[src/coherencePkg.sv]
`default_nettype none

package coherencePkg;

    // one bit for two cores
    typedef logic coreIdxT;

    typedef enum logic [1:0] {
        READ_MISS,
        WRITE_MISS,
        WRITE_BACK
    } dataKindT;

    // data port FSM
    typedef enum logic [2:0] {
        IDLE,
        SNOOP,
        RESPOND,
        FLUSH,
        FILL,
        INVALIDATE
    } dataStateT;

endpackage

`default_nettype wire

[src/memoryPkg.sv]
`default_nettype none

package memoryPkg;

    // one RAM word
    typedef logic [31:0] wordT;

    // word-aligned byte address
    typedef logic [31:0] addrT;

    // ACCESS marks the cycle the current access completes
    typedef enum logic [1:0] {
        FREE,
        BUSY,
        ACCESS,
        ERROR
    } ramStateT;

    // byte step between neighbouring words
    localparam int WORD_BYTES = 4;

endpackage

`default_nettype wire
[src/coherentDataPort.sv]
`timescale 1ns/1ps
`default_nettype none

module coherentDataPort #(
    parameter int BLOCK_WORDS = 2
) (
    input  logic                CLK,
    input  logic                nRST,
    input  logic [1:0]          dREN,
    input  logic [1:0]          dWEN,
    input  logic [1:0]          ccwrite,
    input  logic [1:0]          cctrans,
    input  memoryPkg::addrT     daddr [2],
    input  memoryPkg::wordT     dstore [2],
    input  memoryPkg::ramStateT ramState,
    input  memoryPkg::wordT     ramload,
    output logic [1:0]          dwait,
    output logic [1:0]          ccwait,
    output logic [1:0]          ccinv,
    output memoryPkg::wordT     dload [2],
    output memoryPkg::addrT     ccsnoopaddr [2],
    output logic                dataReq,
    output logic                dataREN,
    output logic                dataWEN,
    output memoryPkg::addrT     dataAddr,
    output memoryPkg::wordT     dataStore
);

    localparam int CNT_W = (BLOCK_WORDS > 1) ? $clog2(BLOCK_WORDS) : 1;
    localparam int LAST_WORD = BLOCK_WORDS - 1;
    localparam memoryPkg::addrT OFFSET_MASK =
        memoryPkg::addrT'(BLOCK_WORDS * memoryPkg::WORD_BYTES - 1);

    coherencePkg::dataStateT state;
    coherencePkg::dataStateT nextState;
    coherencePkg::dataStateT fillEntry;
    coherencePkg::dataKindT  kind;
    coherencePkg::dataKindT  pickKind;
    coherencePkg::coreIdxT   req;
    coherencePkg::coreIdxT   pick;
    coherencePkg::coreIdxT   other;
    memoryPkg::addrT         base;
    memoryPkg::addrT         wordAddr;
    logic [CNT_W-1:0]        cnt;
    logic [CNT_W-1:0]        nextCnt;
    logic                    anyReq;
    logic                    accessNow;
    logic                    lastWord;
    logic                    reqDone;

    // core 0 first, write-back ahead of a miss on the same core
    assign anyReq = |(dREN | dWEN);
    assign pick   = (dREN[0] || dWEN[0]) ? 1'b0 : 1'b1;

    always_comb begin
        if (dWEN[pick]) begin
            pickKind = coherencePkg::WRITE_BACK;
        end else if (ccwrite[pick]) begin
            pickKind = coherencePkg::WRITE_MISS;
        end else begin
            pickKind = coherencePkg::READ_MISS;
        end
    end

    assign other     = ~req;
    assign accessNow = (ramState == memoryPkg::ACCESS);
    assign lastWord  = (int'(cnt) == LAST_WORD);
    assign wordAddr  = base + memoryPkg::addrT'(int'(cnt) * memoryPkg::WORD_BYTES);

    // invalidate right before the last fill word of a write miss
    assign fillEntry = (kind == coherencePkg::WRITE_MISS && LAST_WORD == 0) ?
                       coherencePkg::INVALIDATE : coherencePkg::FILL;

    always_comb begin
        nextState = state;
        nextCnt   = cnt;
        case (state)
            coherencePkg::IDLE: begin
                if (anyReq) begin
                    nextState = (pickKind == coherencePkg::WRITE_BACK) ?
                                coherencePkg::FLUSH : coherencePkg::SNOOP;
                end
            end
            coherencePkg::SNOOP: begin
                nextState = coherencePkg::RESPOND;
            end
            coherencePkg::RESPOND: begin
                // other cache answers here
                nextState = cctrans[other] ? coherencePkg::FLUSH : fillEntry;
            end
            coherencePkg::FLUSH: begin
                if (accessNow) begin
                    if (lastWord) begin
                        nextCnt   = '0;
                        nextState = (kind == coherencePkg::WRITE_BACK) ?
                                    coherencePkg::IDLE : fillEntry;
                    end else begin
                        nextCnt = cnt + 1'b1;
                    end
                end
            end
            coherencePkg::FILL: begin
                if (accessNow) begin
                    if (lastWord) begin
                        nextCnt   = '0;
                        nextState = coherencePkg::IDLE;
                    end else begin
                        nextCnt = cnt + 1'b1;
                        if (kind == coherencePkg::WRITE_MISS &&
                            int'(cnt) + 1 == LAST_WORD) begin
                            nextState = coherencePkg::INVALIDATE;
                        end
                    end
                end
            end
            coherencePkg::INVALIDATE: begin
                nextState = coherencePkg::FILL;
            end
            default: begin
                nextState = coherencePkg::IDLE;
            end
        endcase
    end

    always_ff @(posedge CLK, negedge nRST) begin
        if (!nRST) begin
            state <= coherencePkg::IDLE;
            cnt   <= '0;
            req   <= 1'b0;
            kind  <= coherencePkg::READ_MISS;
        end else begin
            state <= nextState;
            cnt   <= nextCnt;
            if (state == coherencePkg::IDLE && anyReq) begin
                req  <= pick;
                kind <= pickKind;
            end
        end
    end

    always_ff @(posedge CLK) begin
        if (state == coherencePkg::IDLE) begin
            base <= daddr[pick] & ~OFFSET_MASK;
        end
    end

    // requester's word ends on a fill or on its own write-back
    assign reqDone = accessNow &&
                     (state == coherencePkg::FILL ||
                      (state == coherencePkg::FLUSH && kind == coherencePkg::WRITE_BACK));

    always_comb begin
        ccwait    = '0;
        ccinv     = '0;
        dataREN   = 1'b0;
        dataWEN   = 1'b0;
        dataAddr  = wordAddr;
        dataStore = '0;
        for (int c = 0; c < 2; c++) begin
            dload[c]       = '0;
            ccsnoopaddr[c] = '0;
        end
        case (state)
            coherencePkg::SNOOP, coherencePkg::RESPOND: begin
                ccwait[other]      = 1'b1;
                ccsnoopaddr[other] = base;
            end
            coherencePkg::FLUSH: begin
                dataWEN = 1'b1;
                if (kind == coherencePkg::WRITE_BACK) begin
                    dataAddr  = daddr[req];
                    dataStore = dstore[req];
                end else begin
                    // modified holder supplies the word at the snoop address
                    ccwait[other]      = 1'b1;
                    ccsnoopaddr[other] = wordAddr;
                    dataStore          = dstore[other];
                end
            end
            coherencePkg::FILL: begin
                dataREN    = 1'b1;
                dload[req] = ramload;
            end
            coherencePkg::INVALIDATE: begin
                ccinv[other]       = 1'b1;
                ccsnoopaddr[other] = base;
            end
            default: begin
                dataREN = 1'b0;
            end
        endcase
        for (int c = 0; c < 2; c++) begin
            dwait[c] = (dREN[c] || dWEN[c]) && !(c == int'(req) && reqDone);
        end
    end

    assign dataReq = dataREN || dataWEN;

endmodule

`default_nettype wire

[config.mk]
export PLATFORM = sky130hd
export DESIGN_NAME = coherentDataPort
export DESIGN_NICKNAME = d
export VERILOG_FILES = /design/src/coherencePkg.sv /design/src/memoryPkg.sv /design/src/coherentDataPort.sv
export SDC_FILE = /design/constraint.sdc
export NUM_CORES = 1
export LEC_CHECK = 0
export BUFFER_PORTS_ARGS = -buffer_cell sky130_fd_sc_hd__buf_2
export CORE_AREA = 2 2 143 145
export DETAILED_ROUTE_END_ITERATION = 12
export DIE_AREA = 0 0 145 147
export GPL_TIMING_DRIVEN = 0
export PLACE_DENSITY_LB_ADDON = 0.1
export SYNTH_ARGS = -nofsm -noshare
export SYNTH_HDL_FRONTEND = slang
export SYNTH_SLANG_ARGS = --single-unit
[constraint.sdc]
create_clock -name CLK -period 4.33 [get_ports CLK]
set_input_delay 0 -clock CLK [delete_from_list [all_inputs] [get_ports CLK]]
set_output_delay 0 -clock CLK [all_outputs]
set_load 0.02 [all_outputs]
==> metrics.txt <==
run status finished, final reports clean; CTS tree yes; Net count, final approximately 1000; sequential element share of the synthesized area 0.274; H-tree depth 2; worst-path cell chain and3b_1 -> o21a_1 -> nor3_1 -> clkbuf_1 -> and2_1 -> buf_2; Final Total Pwr ~4.2 mW; final non-filler cell area approximately 6200 sq um; crit-path max FO 10; Combinational Power Share 0.766; WP buf/inv 2; Root Driver clkbuf_16; vias about 4800; first-pass GRT wire length 28900 um; Post-Synth XOR/XNOR Area 0.00884; Final TNS setup 0 ns; Core Box Area about 20000 sq um; maximum VDD drop ~0.0003 V; Post-Synth Adder-Cell Area 0; First DRT Iteration DRCs 120; Compound-Gate Fraction of Synth Area 0.119; relative slew slack 0.474; global route total overflow 0; DIE HEIGHT 147 um; post-synth cell types 39; Top delay family on crit path simple AND/OR/NAND/NOR gates; Post-CTS Setup Inserts 0; switch share 0.565; vias in the first global route 4882; Starting Density 0.193; share of the cycle needed by the critical path after routing 0.522; Site Rows 52; post-route ant nets 0; post-synthesis mux area share 0.172; LEAKAGE 3.46 nW; sequential power share 0.144; port bufs 368; Fin Clk Skew 0.0139 ns; RSZ-0062 raised after global routing no; placed cells 1133; ys async rst share 0.194; MaxCap Viol Count 0; drt first pass iters 4; Tmin final 2.26 ns; CP Data Arrival Time approximately 2.3 ns; Setup-failing EPs final 0; mapped cell area 3820 sq um; dpl cell area 6010 sq um; routability cong. 0.835; Max Clk Rate between 0.4 and 0.5 GHz; Worst Tran Pin Value 0.788 ns; worst hold path class input pin to flip-flop; GR Util All Layers 0.175; initial antenna violation count 5; largest net degree at the start of global routing 33; Post-Layout Cell Count roughly 1100; # DRC 0; CTS sink count 36; Crit. End Element primary output; Hold Vio Cnt, Final 0; Ys Warns 0; CP startpoint kind flip-flop; HPWL after DPL ~16000 um; vias per cell 4.20; Critical Path RT between 4 and 5 ns; Max stage delay on crit path 0.45 ns; clk buf depth 2; largest family of logic cells by synthesized area simple AND/OR/NAND/NOR gates; Die Area about 21000 sq um; Psw 2.37 mW; internal power 1.82 mW; Top FF cell, synth edfxtp_1; Clock Latency Late Sink approximately 0.29 ns; number of synthesized flops with an enable pin 29; Cells after Synth 492; post-CTS sizing 0; share of post-route cells with drive strength above 1 0.509; syn avg cell area 7.77 sq um; Setup Crit Path Kind flip-flop to primary output; Synth Area in Simple Gates 0.357; CTS Buf Count 5; slowest CP cell clkbuf_1; Die X ~150 um; drt wl/cell 16.9 um; count of pins over their slew limit 0; CTS clk-pin slew, worst paths 0.06 ns; Clock power frac 0.090; Post-CTS Hold Buffers 2; Ports between 300 and 400; DRT Wirelength between 15000 and 20000 um; area grow syn2layout 62.0%; PwrDens 676 nW/um^2; worst reg2reg setup slack 2.26 ns; Synth Register Bits 36
[metal layers]
metal  track usage  vias to the layer above  wire length, um
met5             0                        -                0
met4        0.0550                        0              416
met3        0.0531                       22             1550
met2         0.318                      223             9690
met1         0.197                     2164             7700
li1              -                     2407                -
[path summary, 6_finish.rpt]
check                           startpoint         endpoint  cells after the start
worst max-delay path              state[0]  ccsnoopaddr[61]                      6
worst min-delay path               dREN[0]          kind[1]                      2
worst max register to register    state[0]         state[2]                      5
worst min register to register     kind[0]          kind[0]                      2
max in group asynchronous             nRST              cnt                      2
min in group asynchronous             nRST          kind[0]                      2
[logic make-up after synthesis]
family                 after synthesis
multiplexers                        62
flip-flops                          36
AND/OR/NAND/NOR                    257
XOR/XNOR                             3
other                                1
AO/OA/AOI/OAI                       84
buffers and inverters               49
[through the flow]
stage	worst slack, ns	util	hold slack [ns]
6_report	2.07	0.312	0.0137
5_1_grt	1.87	0.312	0.0190
4_1_cts	1.97	0.312	0.0103
3_5_place_dp	2.20	0.303	-0.151
3_3_place_gp	1.60	0.303	-0.146
2_1_floorplan	2.31	-	-0.296
[cells in the mapped netlist, types with 2 or more instances]
cell type | count | area share
nand2_1 | 98 | 0.096
edfxtp_1 | 29 | 0.23
nor2b_1 | 5 | 0.0082
buf_2 | 15 | 0.020
o21a_1 | 3 | 0.0059
buf_4 | 8 | 0.016
buf_6 | 3 | 0.0088
a21oi_1 | 36 | 0.047
inv_1 | 5 | 0.0049
nor2_1 | 11 | 0.011
nor4_1 | 3 | 0.0049
o21ai_0 | 35 | 0.046
o21bai_1 | 2 | 0.0039
a31oi_1 | 2 | 0.0033
nor2_4 | 2 | 0.0059
and2_1 | 123 | 0.20
clkbuf_1 | 12 | 0.012
mux2i_1 | 33 | 0.086
dfrtp_1 | 7 | 0.046
nor3_1 | 4 | 0.0052
xnor2_1 | 2 | 0.0046
and3_1 | 4 | 0.0065
mux2_2 | 29 | 0.085
clkbuf_2 | 6 | 0.0079
[final cells by class]
cell class	instances	area [sq um]
fillers	2245	13600
inverters	5	18.8
clock inverters	3	23.8
clock buffers	5	125
flip-flops and latches	36	1050
plain buffers	44	244
multi-input cells	410	2530
well taps	270	338
diodes	5	12.5
repair buffers	370	1860
[power by group through the flow]
stage	Combinational, mW	Sequential, mW	Clock [mW]
2_1_floorplan	2.12	0.577	0
6_report	3.21	0.602	0.378
3_3_place_gp	3.29	0.615	0
5_1_grt	3.51	0.620	0.402
3_5_place_dp	3.27	0.608	0
4_1_cts	3.28	0.603	0.390
[worst reg2reg max path, stage by stage (launching register included)]
cell and delay (ns):
dfrtp_1 0.43, or3_1 0.37, buf_2 0.17, inv_2 0.58
a221o_1 0.27, o21ai_0 0.11
[cells in the final DEF (no fill, tap or decap), types with 4 or more instances in the layout]
master,n
a21oi_1,36
and2_1,123
and3_1,4
buf_2,383
buf_4,8
clkbuf_1,12
clkbuf_16,5
clkbuf_2,6
conb_1,4
dfrtp_1,7
diode_2,5
edfxtp_1,29
inv_1,4
mux2_2,29
mux2i_1,33
nand2_1,98
nor2_1,11
nor2b_1,5
nor3_1,4
o21ai_0,35
[flip-flops by register name, indices dropped and copies added (netlist names)]
signal and flops:
base 29, cnt 1, kind 2, req 1
state 3
No activity file was read; power rests on OpenSTA's default activity.
