$ cat src/memoryPkg.sv
`default_nettype none

package memoryPkg;

    // one RAM word
    typedef logic [31:0] wordT;

    // word-aligned byte address
    typedef logic [31:0] addrT;

    // ACCESS marks the cycle the current access completes
    typedef enum logic [1:0] {
        FREE,
        BUSY,
        ACCESS,
        ERROR
    } ramStateT;

    // byte step between neighbouring words
    localparam int WORD_BYTES = 4;

endpackage

`default_nettype wire
$ cat src/ramArbiter.sv
`timescale 1ns/1ps
`default_nettype none

module ramArbiter (
    input  logic                CLK,
    input  logic                nRST,
    input  logic                dataReq,
    input  logic                dataREN,
    input  logic                dataWEN,
    input  memoryPkg::addrT     dataAddr,
    input  memoryPkg::wordT     dataStore,
    input  logic                fetchReq,
    input  logic                fetchREN,
    input  memoryPkg::addrT     fetchAddr,
    input  memoryPkg::wordT     ramload,
    input  memoryPkg::ramStateT ramState,
    output logic                ramREN,
    output logic                ramWEN,
    output memoryPkg::addrT     ramaddr,
    output memoryPkg::wordT     ramstore,
    output memoryPkg::ramStateT dataRamState,
    output memoryPkg::ramStateT fetchRamState,
    output memoryPkg::wordT     portLoad
);

    logic grantData;
    logic ownerData;
    logic ownerReq;
    logic holdGrant;
    logic grantedReq;

    assign ownerReq = ownerData ? dataReq : fetchReq;

    // owner keeps the RAM until its word ends on ACCESS
    always_comb begin
        if (holdGrant && ownerReq) begin
            grantData = ownerData;
        end else if (dataReq) begin
            grantData = 1'b1;
        end else if (fetchReq) begin
            grantData = 1'b0;
        end else begin
            grantData = ownerData;
        end
    end

    assign grantedReq = grantData ? dataReq : fetchReq;

    always_ff @(posedge CLK, negedge nRST) begin
        if (!nRST) begin
            ownerData <= 1'b1;
            holdGrant <= 1'b0;
        end else begin
            ownerData <= grantData;
            holdGrant <= grantedReq && (ramState != memoryPkg::ACCESS);
        end
    end

    assign ramREN   = grantData ? dataREN : fetchREN;
    assign ramWEN   = grantData && dataWEN;
    assign ramaddr  = grantData ? dataAddr : fetchAddr;
    assign ramstore = grantData ? dataStore : '0;

    // the loser only ever sees BUSY
    assign dataRamState  = grantData ? ramState : memoryPkg::BUSY;
    assign fetchRamState = grantData ? memoryPkg::BUSY : ramState;
    assign portLoad      = ramload;

endmodule

`default_nettype wire

$ cat config.mk
export PLATFORM = sky130hd
export DESIGN_NAME = ramArbiter
export DESIGN_NICKNAME = d
export VERILOG_FILES = /design/src/memoryPkg.sv /design/src/ramArbiter.sv
export SDC_FILE = /design/constraint.sdc
export NUM_CORES = 1
export LEC_CHECK = 0
export CAP_MARGIN = 15
export CORE_AREA = 3 3 92 94
export CTS_CLUSTER_SIZE = 20
export DETAILED_ROUTE_END_ITERATION = 12
export DIE_AREA = 0 0 95 97
export DONT_BUFFER_PORTS = 1
export PLACE_DENSITY = 0.35
export SYNTH_ARGS = -nofsm -noshare
export SYNTH_HDL_FRONTEND = slang
export SYNTH_SLANG_ARGS = --single-unit
$ cat constraint.sdc
create_clock -name CLK -period 2.49 [get_ports CLK]
set_clock_uncertainty 0.05 [all_clocks]
set_input_delay 0.498 -clock CLK [delete_from_list [all_inputs] [get_ports CLK]]
set_output_delay 0.498 -clock CLK [all_outputs]
set_load 0.03 [all_outputs]
==> flow_summary.ini, run 1 <==
[outcome]
status = completed

[floorplan]
coreArea_um2 = 7727
rows = 32
die_y_um = 97
die_w_um = 95
dieArea_um2 = 9215
io_pins = 239
initial_core_util_pct = 15.41

[synth]
netlist.area_leader.share_pct = 35.29
synth_area_leaders = mux2_4, buf_4, and2_4
netlist_instances = 117
syn_area_um2 = 1191
syn_nets = 254
ys_ff_latch = 2
synth.distinct_cells = 17
yosys_warnings = 0
synth_top_area_cell = mux2_4
yosysSeqAreaShare_pct = 4.307
syn_avg_cell_area_um2 = 10.18

[timing]
setup_slack_ns = 0.1740
setup_tns_ns = 0
setup_viol = 0
relSlewSlack_pct = 78.64
min_period_ns = 2.316
clock.fmax_mhz = 431.8
final-max-slew-violation-count = 0
rsz0062_at_grt = no
hold_viol_final = 0
period_share_pct = 93.01
tightest_slew_ns = 0.3226

[finish]
multi_input_area_um2 = 795.8
regArea_um2 = 51.30
fin_cells = 193
antenna_cells = 0
fin_area_um2 = 1105
drive_gt1_share_pct = 71.43
area_growth_pct = -7.248
nets = 229
fillCellCount = 853

[cts]
cts_tree = built
cts_resized = 0
clock_path_buffers = 2
cts_buffers = 3
insertion_delay_ns = 0.21
cts_root_buffer = clkbuf_8
numClockSinks = 2
htree_levels = 1
clk_pin_slew_worst_paths_ns = 0.03

[power]
power.switching_mw = 0.3243
vdd_drop_max_v = 0.0001050
p_clk_share_pct = 22.1
swShare_pct = 52.17
p_leak_nw = 0.4773
cellPowerDensity_nw_per_um2 = 562.7
pwr-share-comb_pct = 71.9
pwr-share-seq_pct = 6.1
internal_power_mw = 0.2974

[global_routing]
grt_pass1_wl_um = 4215
grt_overflow = 0
grtUsageTotal_pct = 6.128
grt_pass1_vias = 758
antenna_found_initial = 0
grt_max_degree = 31

[worst_setup_path]
startpoint_type = flop
critPathMaxFanout = 30
arrival_ns = 1.77
critPathKind = flop to output pin
required_ns = 1.94
crit_path_end_kind = output pin

[job]
maxCapViolCount = 0

[detailed_routing]
via_per_inst = 3.876
dr_total_vias = 748
dr.pass1.iters = 2
drtIter0Drc = 9
drc = 0
antenna_left = 0
wire_per_inst_um = 17.95
drt-total-wl_um = 3465

[place]
placed_cell_area_um2 = 1050
place_congestion = 0.5995
port_buffers = 0
post-dp-hpwl_um = 3174
post-place-ws_ns = 0.2779
dp.cells = 188

[hold_path]
holdCritPathClass = primary input to asynchronous set/reset pin
==> worst max-delay path, cell delays in order (launching register included) <==
cell and delay, ns:
dfstp_2 0.52, nand2b_1 0.15, a2bb2oi_4 0.08, buf_12 0.18
inv_4 0.07, buf_4 0.20, and2_1 0.35
==> per-layer routing <==
layer | global-route usage [%] | vias to the layer above | share of wire (%)
met5 | 0 | - | 0
met4 | 2.442 | 0 | 1.2
met3 | 1.633 | 5 | 14
met2 | 13.12 | 144 | 57
met1 | 4.829 | 304 | 28
li1 | - | 295 | -
==> placed cells by master, fill, tap and decap left out, types with 2 or more instances in the layout <==
master | Yosys | final
buf_4 | 32 | 6
and2_1 | 17 | 17
and2_4 | 18 | 18
mux2_4 | 28 | 28
nand2_1 | 2 | 2
clkbuf_8 | 0 | 3
mux2_2 | 5 | 5
==> Yosys cell counts (all sizes together) <==
master / instances
nor2: 2
buf: 38
a21oi: 1
dfrtp: 1
mux2: 33
inv: 2
dfstp: 1
nand2b: 1
nand2: 2
a2bb2oi: 1
and2: 35
==> registers in the layout, summed over array words and instances, names as in the netlist <==
signal / flops
holdGrant: 1
ownerData: 1
==> through the flow <==
stage               power (mW)  util (%)  hold WS (ns)
CTS                     0.6313     14.30       0.08167
detailed placement      0.4887     13.58        0.1525
finish                  0.6217     14.30       0.08482
global route            0.6529     14.30       0.07133
global placement        0.4904     13.58        0.1525
floorplan               0.5653         -        0.1524
==> cell families (layout without fill, tap and decap cells) <==
family / count (synthesis) / count (layout) / share of synthesized area, %
buf+inv: 40 / 14 / 28.89
flops: 2 / 2 / 4.307
simple gates: 40 / 40 / 24.16
compound gates: 2 / 2 / 2.626
mux: 33 / 33 / 40.02
==> power groups by stage <==
stage / clock [mW] / combinational, mW / sequential, mW
2_1_floorplan: 0 / 0.527 / 0.0379
3_3_place_gp: 0 / 0.452 / 0.0380
3_5_place_dp: 0 / 0.451 / 0.0381
4_1_cts: 0.140 / 0.454 / 0.0377
5_1_grt: 0.149 / 0.466 / 0.0382
6_report: 0.137 / 0.447 / 0.0377
==> worst paths after layout <==
kind,start,to,slack (ns),depth (start not counted)
worst max register to register,ownerData,ownerData,1.18,5
max in group asynchronous,nRST,holdGrant,1.84,1
min in group CLK,ramState[1],holdGrant,0.32,1
worst max-delay path,ownerData,ramstore[8],0.17,6
worst min-delay path,nRST,ownerData,0.08,0
worst min register to register,holdGrant,ownerData,0.96,5
==> layout make-up <==
type | count | share of cell area (%)
sequential | 2 | 4.643
timing repair buffer | 8 | 6.795
inverter | 2 | 0.9060
multi-input combinational | 75 | 72.03
clock buffer | 4 | 4.077
tap | 102 | 11.55
==> repair_timing <==
action                                 CTS  global route
buffers inserted                         0             0
endpoints found under the hold margin    1             0
hold buffers                             1             0
Power figures use the tool's default switching activity.
==> run 2, diff against run 1 <==
--- a/config.mk
+++ b/config.mk
@@ -5,13 +5,16 @@
 export SDC_FILE = /design/constraint.sdc
 export NUM_CORES = 1
 export LEC_CHECK = 0
+export ABC_AREA = 1
 export CAP_MARGIN = 15
-export CORE_AREA = 3 3 92 94
+export CELL_PAD_IN_SITES_DETAIL_PLACEMENT = 1
+export CELL_PAD_IN_SITES_GLOBAL_PLACEMENT = 2
+export CORE_AREA = 3 3 90 92
 export CTS_CLUSTER_SIZE = 20
 export DETAILED_ROUTE_END_ITERATION = 12
-export DIE_AREA = 0 0 95 97
+export DIE_AREA = 0 0 93 95
 export DONT_BUFFER_PORTS = 1
-export PLACE_DENSITY = 0.35
+export PLACE_DENSITY = 0.68
 export SYNTH_ARGS = -nofsm -noshare
 export SYNTH_HDL_FRONTEND = slang
 export SYNTH_SLANG_ARGS = --single-unit
==> run 2 against run 1 <==
- via count up 92%
- cell count rose by 87%
- synthesized cell count grew 94%
- sequential share of layout area shrank 1.3 points
- routed wire length is 36% higher
- count of clock-buffer cells in the layout unchanged
==> flow_summary.ini, run 2 <==
[outcome]
status = completed

[worst_setup_path]
critPathKind = flop to output pin
crit_path_end_kind = output pin
cpMaxStageDelayCell = dfstp_2
max_stage_delay_ns = 0.51
cp_cell_sequence = nand2_1, nand2_2, nand2_2, buf_12, inv_1, nand2_1, buf_4
startpoint_type = flop
required_ns = 1.94
critPathMaxFanout = 69
arrival_ns = 1.48

[timing]
rsz0062_at_grt = no
hold_viol_final = 0
setup_viol = 0
clock.fmax_mhz = 492.5
setup_slack_ns = 0.4597
min_period_ns = 2.030
relSlewSlack_pct = 81.31
period_share_pct = 81.54
final-max-slew-violation-count = 0
setup_tns_ns = 0
tightest_slew_ns = 0.2804
timing.hold.ws_ns = 0.08878

[cts]
insertion_delay_ns = 0.21
postCtsSetupRepairBufs = 0
clk_pin_slew_worst_paths_ns = 0.03
numClockSinks = 2
cts_root_buffer = clkbuf_8
cts_buffers = 3
clock_path_buffers = 2
htree_levels = 1
cts_tree = built
cts_resized = 0
postCtsHoldBufs = 1

[synth]
netlist.area_leader.share_pct = 23.58
netlist_instances = 227
async_flop_share_pct = 100.0
synth_most_common_cell = nand2_1
syn_area_um2 = 1099
syn_avg_cell_area_um2 = 4.839
synth_top_cells_by_count = nand2_1, inv_1, nor2_1
synth_top_area_cell = nand2_1
synth_edf_count = 0
syn_nets = 364
synth_flop_cell = dfstp_2
synth.distinct_cells = 13
ys_ff_latch = 2
yosys_warnings = 0
yosysSeqAreaShare_pct = 4.670
synth_area_leaders = nand2_1, buf_4, nand3_1

[finish]
fin_area_um2 = 1538
regArea_um2 = 51.30
final_common_cell = buf_4
nets = 400
multi_input_area_um2 = 585.6
fillCellCount = 992
drive_gt1_share_pct = 31.30
top_regs = holdGrant: 1 flops, ownerData: 1 flops
final_util_pct = 21.09
layout_common_cells = buf_4, nand2_1, inv_1
antenna_cells = 0
area_growth_pct = 39.98

[hold_path]
holdCritPathClass = primary input to asynchronous set/reset pin

[detailed_routing]
drtIter0Drc = 9
drc = 0
drt-total-wl_um = 4727
wire_per_inst_um = 13.09
dr_total_vias = 1438
via_per_inst = 3.983
dr.pass1.iters = 4
antenna_left = 0

[floorplan]
coreArea_um2 = 7292
initial_core_util_pct = 15.07
dieArea_um2 = 8835
rows = 31
die_w_um = 93
die_y_um = 95
io_pins = 239

[global_routing]
grt_pass1_wl_um = 6699
grtUsageTotal_pct = 9.357
grt_overflow = 0
antenna_found_initial = 0
grt_pass1_vias = 1393
grt_max_degree = 70

[place]
port_buffers = 0
place_congestion = 0.7276
placed_cell_area_um2 = 1483
post-dp-hpwl_um = 4026
post-place-ws_ns = 0.5003

[power]
vdd_drop_max_v = 0.0001590
cellPowerDensity_nw_per_um2 = 500.8
p_leak_nw = 1.003

[job]
maxCapViolCount = 0
run 2: changes by cell type after synthesis, moves of 9 or more:
cell	previous run	this run
nand2_1	2	69
inv_1	1	39
nor2_1	1	35
nand3_1	0	33
mux2_4	28	0
and2_4	18	0
and2_1	17	0
buf_2	0	9
run 2: logic make-up after synthesis:
kind of cell,after synthesis,share of synthesized area (%)
DFF,2,4.670
buffers and inverters,84,42.03
AOI/OAI and AO/OA,1,0.6836
and+or+nand+nor,140,52.62
run 2: per-layer routing:
layer  up-vias  wire length, um  part of all wire, %  GRT usage [%]
li1        702                -                    -              -
met1       625             1528                   32          8.776
met2        95             2687                   57          19.32
met3        16              437                  9.2          2.151
met4         0               72                  1.5          3.541
met5         -                0                    0              0
run 2: cell type report:
class,instances,area share [%]
multi-input combinational,141,38.08
timing repair buffer,76,38.08
inverter,39,9.520
tap,99,8.055
sequential,2,3.336
clock buffer,4,2.929
run 2: per-stage QoR:
| step | power (mW) | std cells |
|---|---|---|
| 6_report | 0.7701 | 361 |
| 3_5_place_dp | 0.6448 | 356 |
| 3_3_place_gp | 0.6342 | 356 |
| 5_1_grt | 0.8242 | 361 |
| 2_1_floorplan | 0.5288 | 227 |
| 4_1_cts | 0.7839 | 361 |
run 2: final timing paths:
path	slack, ns	end	startpoint	cells past startpoint
min reg2reg	0.86	ownerData	holdGrant	4
max in group asynchronous	1.83	holdGrant	nRST	1
max reg2reg	1.32	ownerData	ownerData	5
min	0.09	ownerData	nRST	0
min in group CLK	0.35	holdGrant	ramState[1]	1
max	0.46	dataRamState[0]	ownerData	7
run 2: report_power, final:
part           internal, mW  switching [mW]
registers            0.0370         0.00141
clock network         0.108          0.0246
logic                 0.202           0.396
run 2: critical path, delay by kind of cell, from the launching register on:
family	cells	cell delay (ns)
buffers and inverters	3	0.47
DFF	1	0.51
and+or+nand+nor	4	0.28
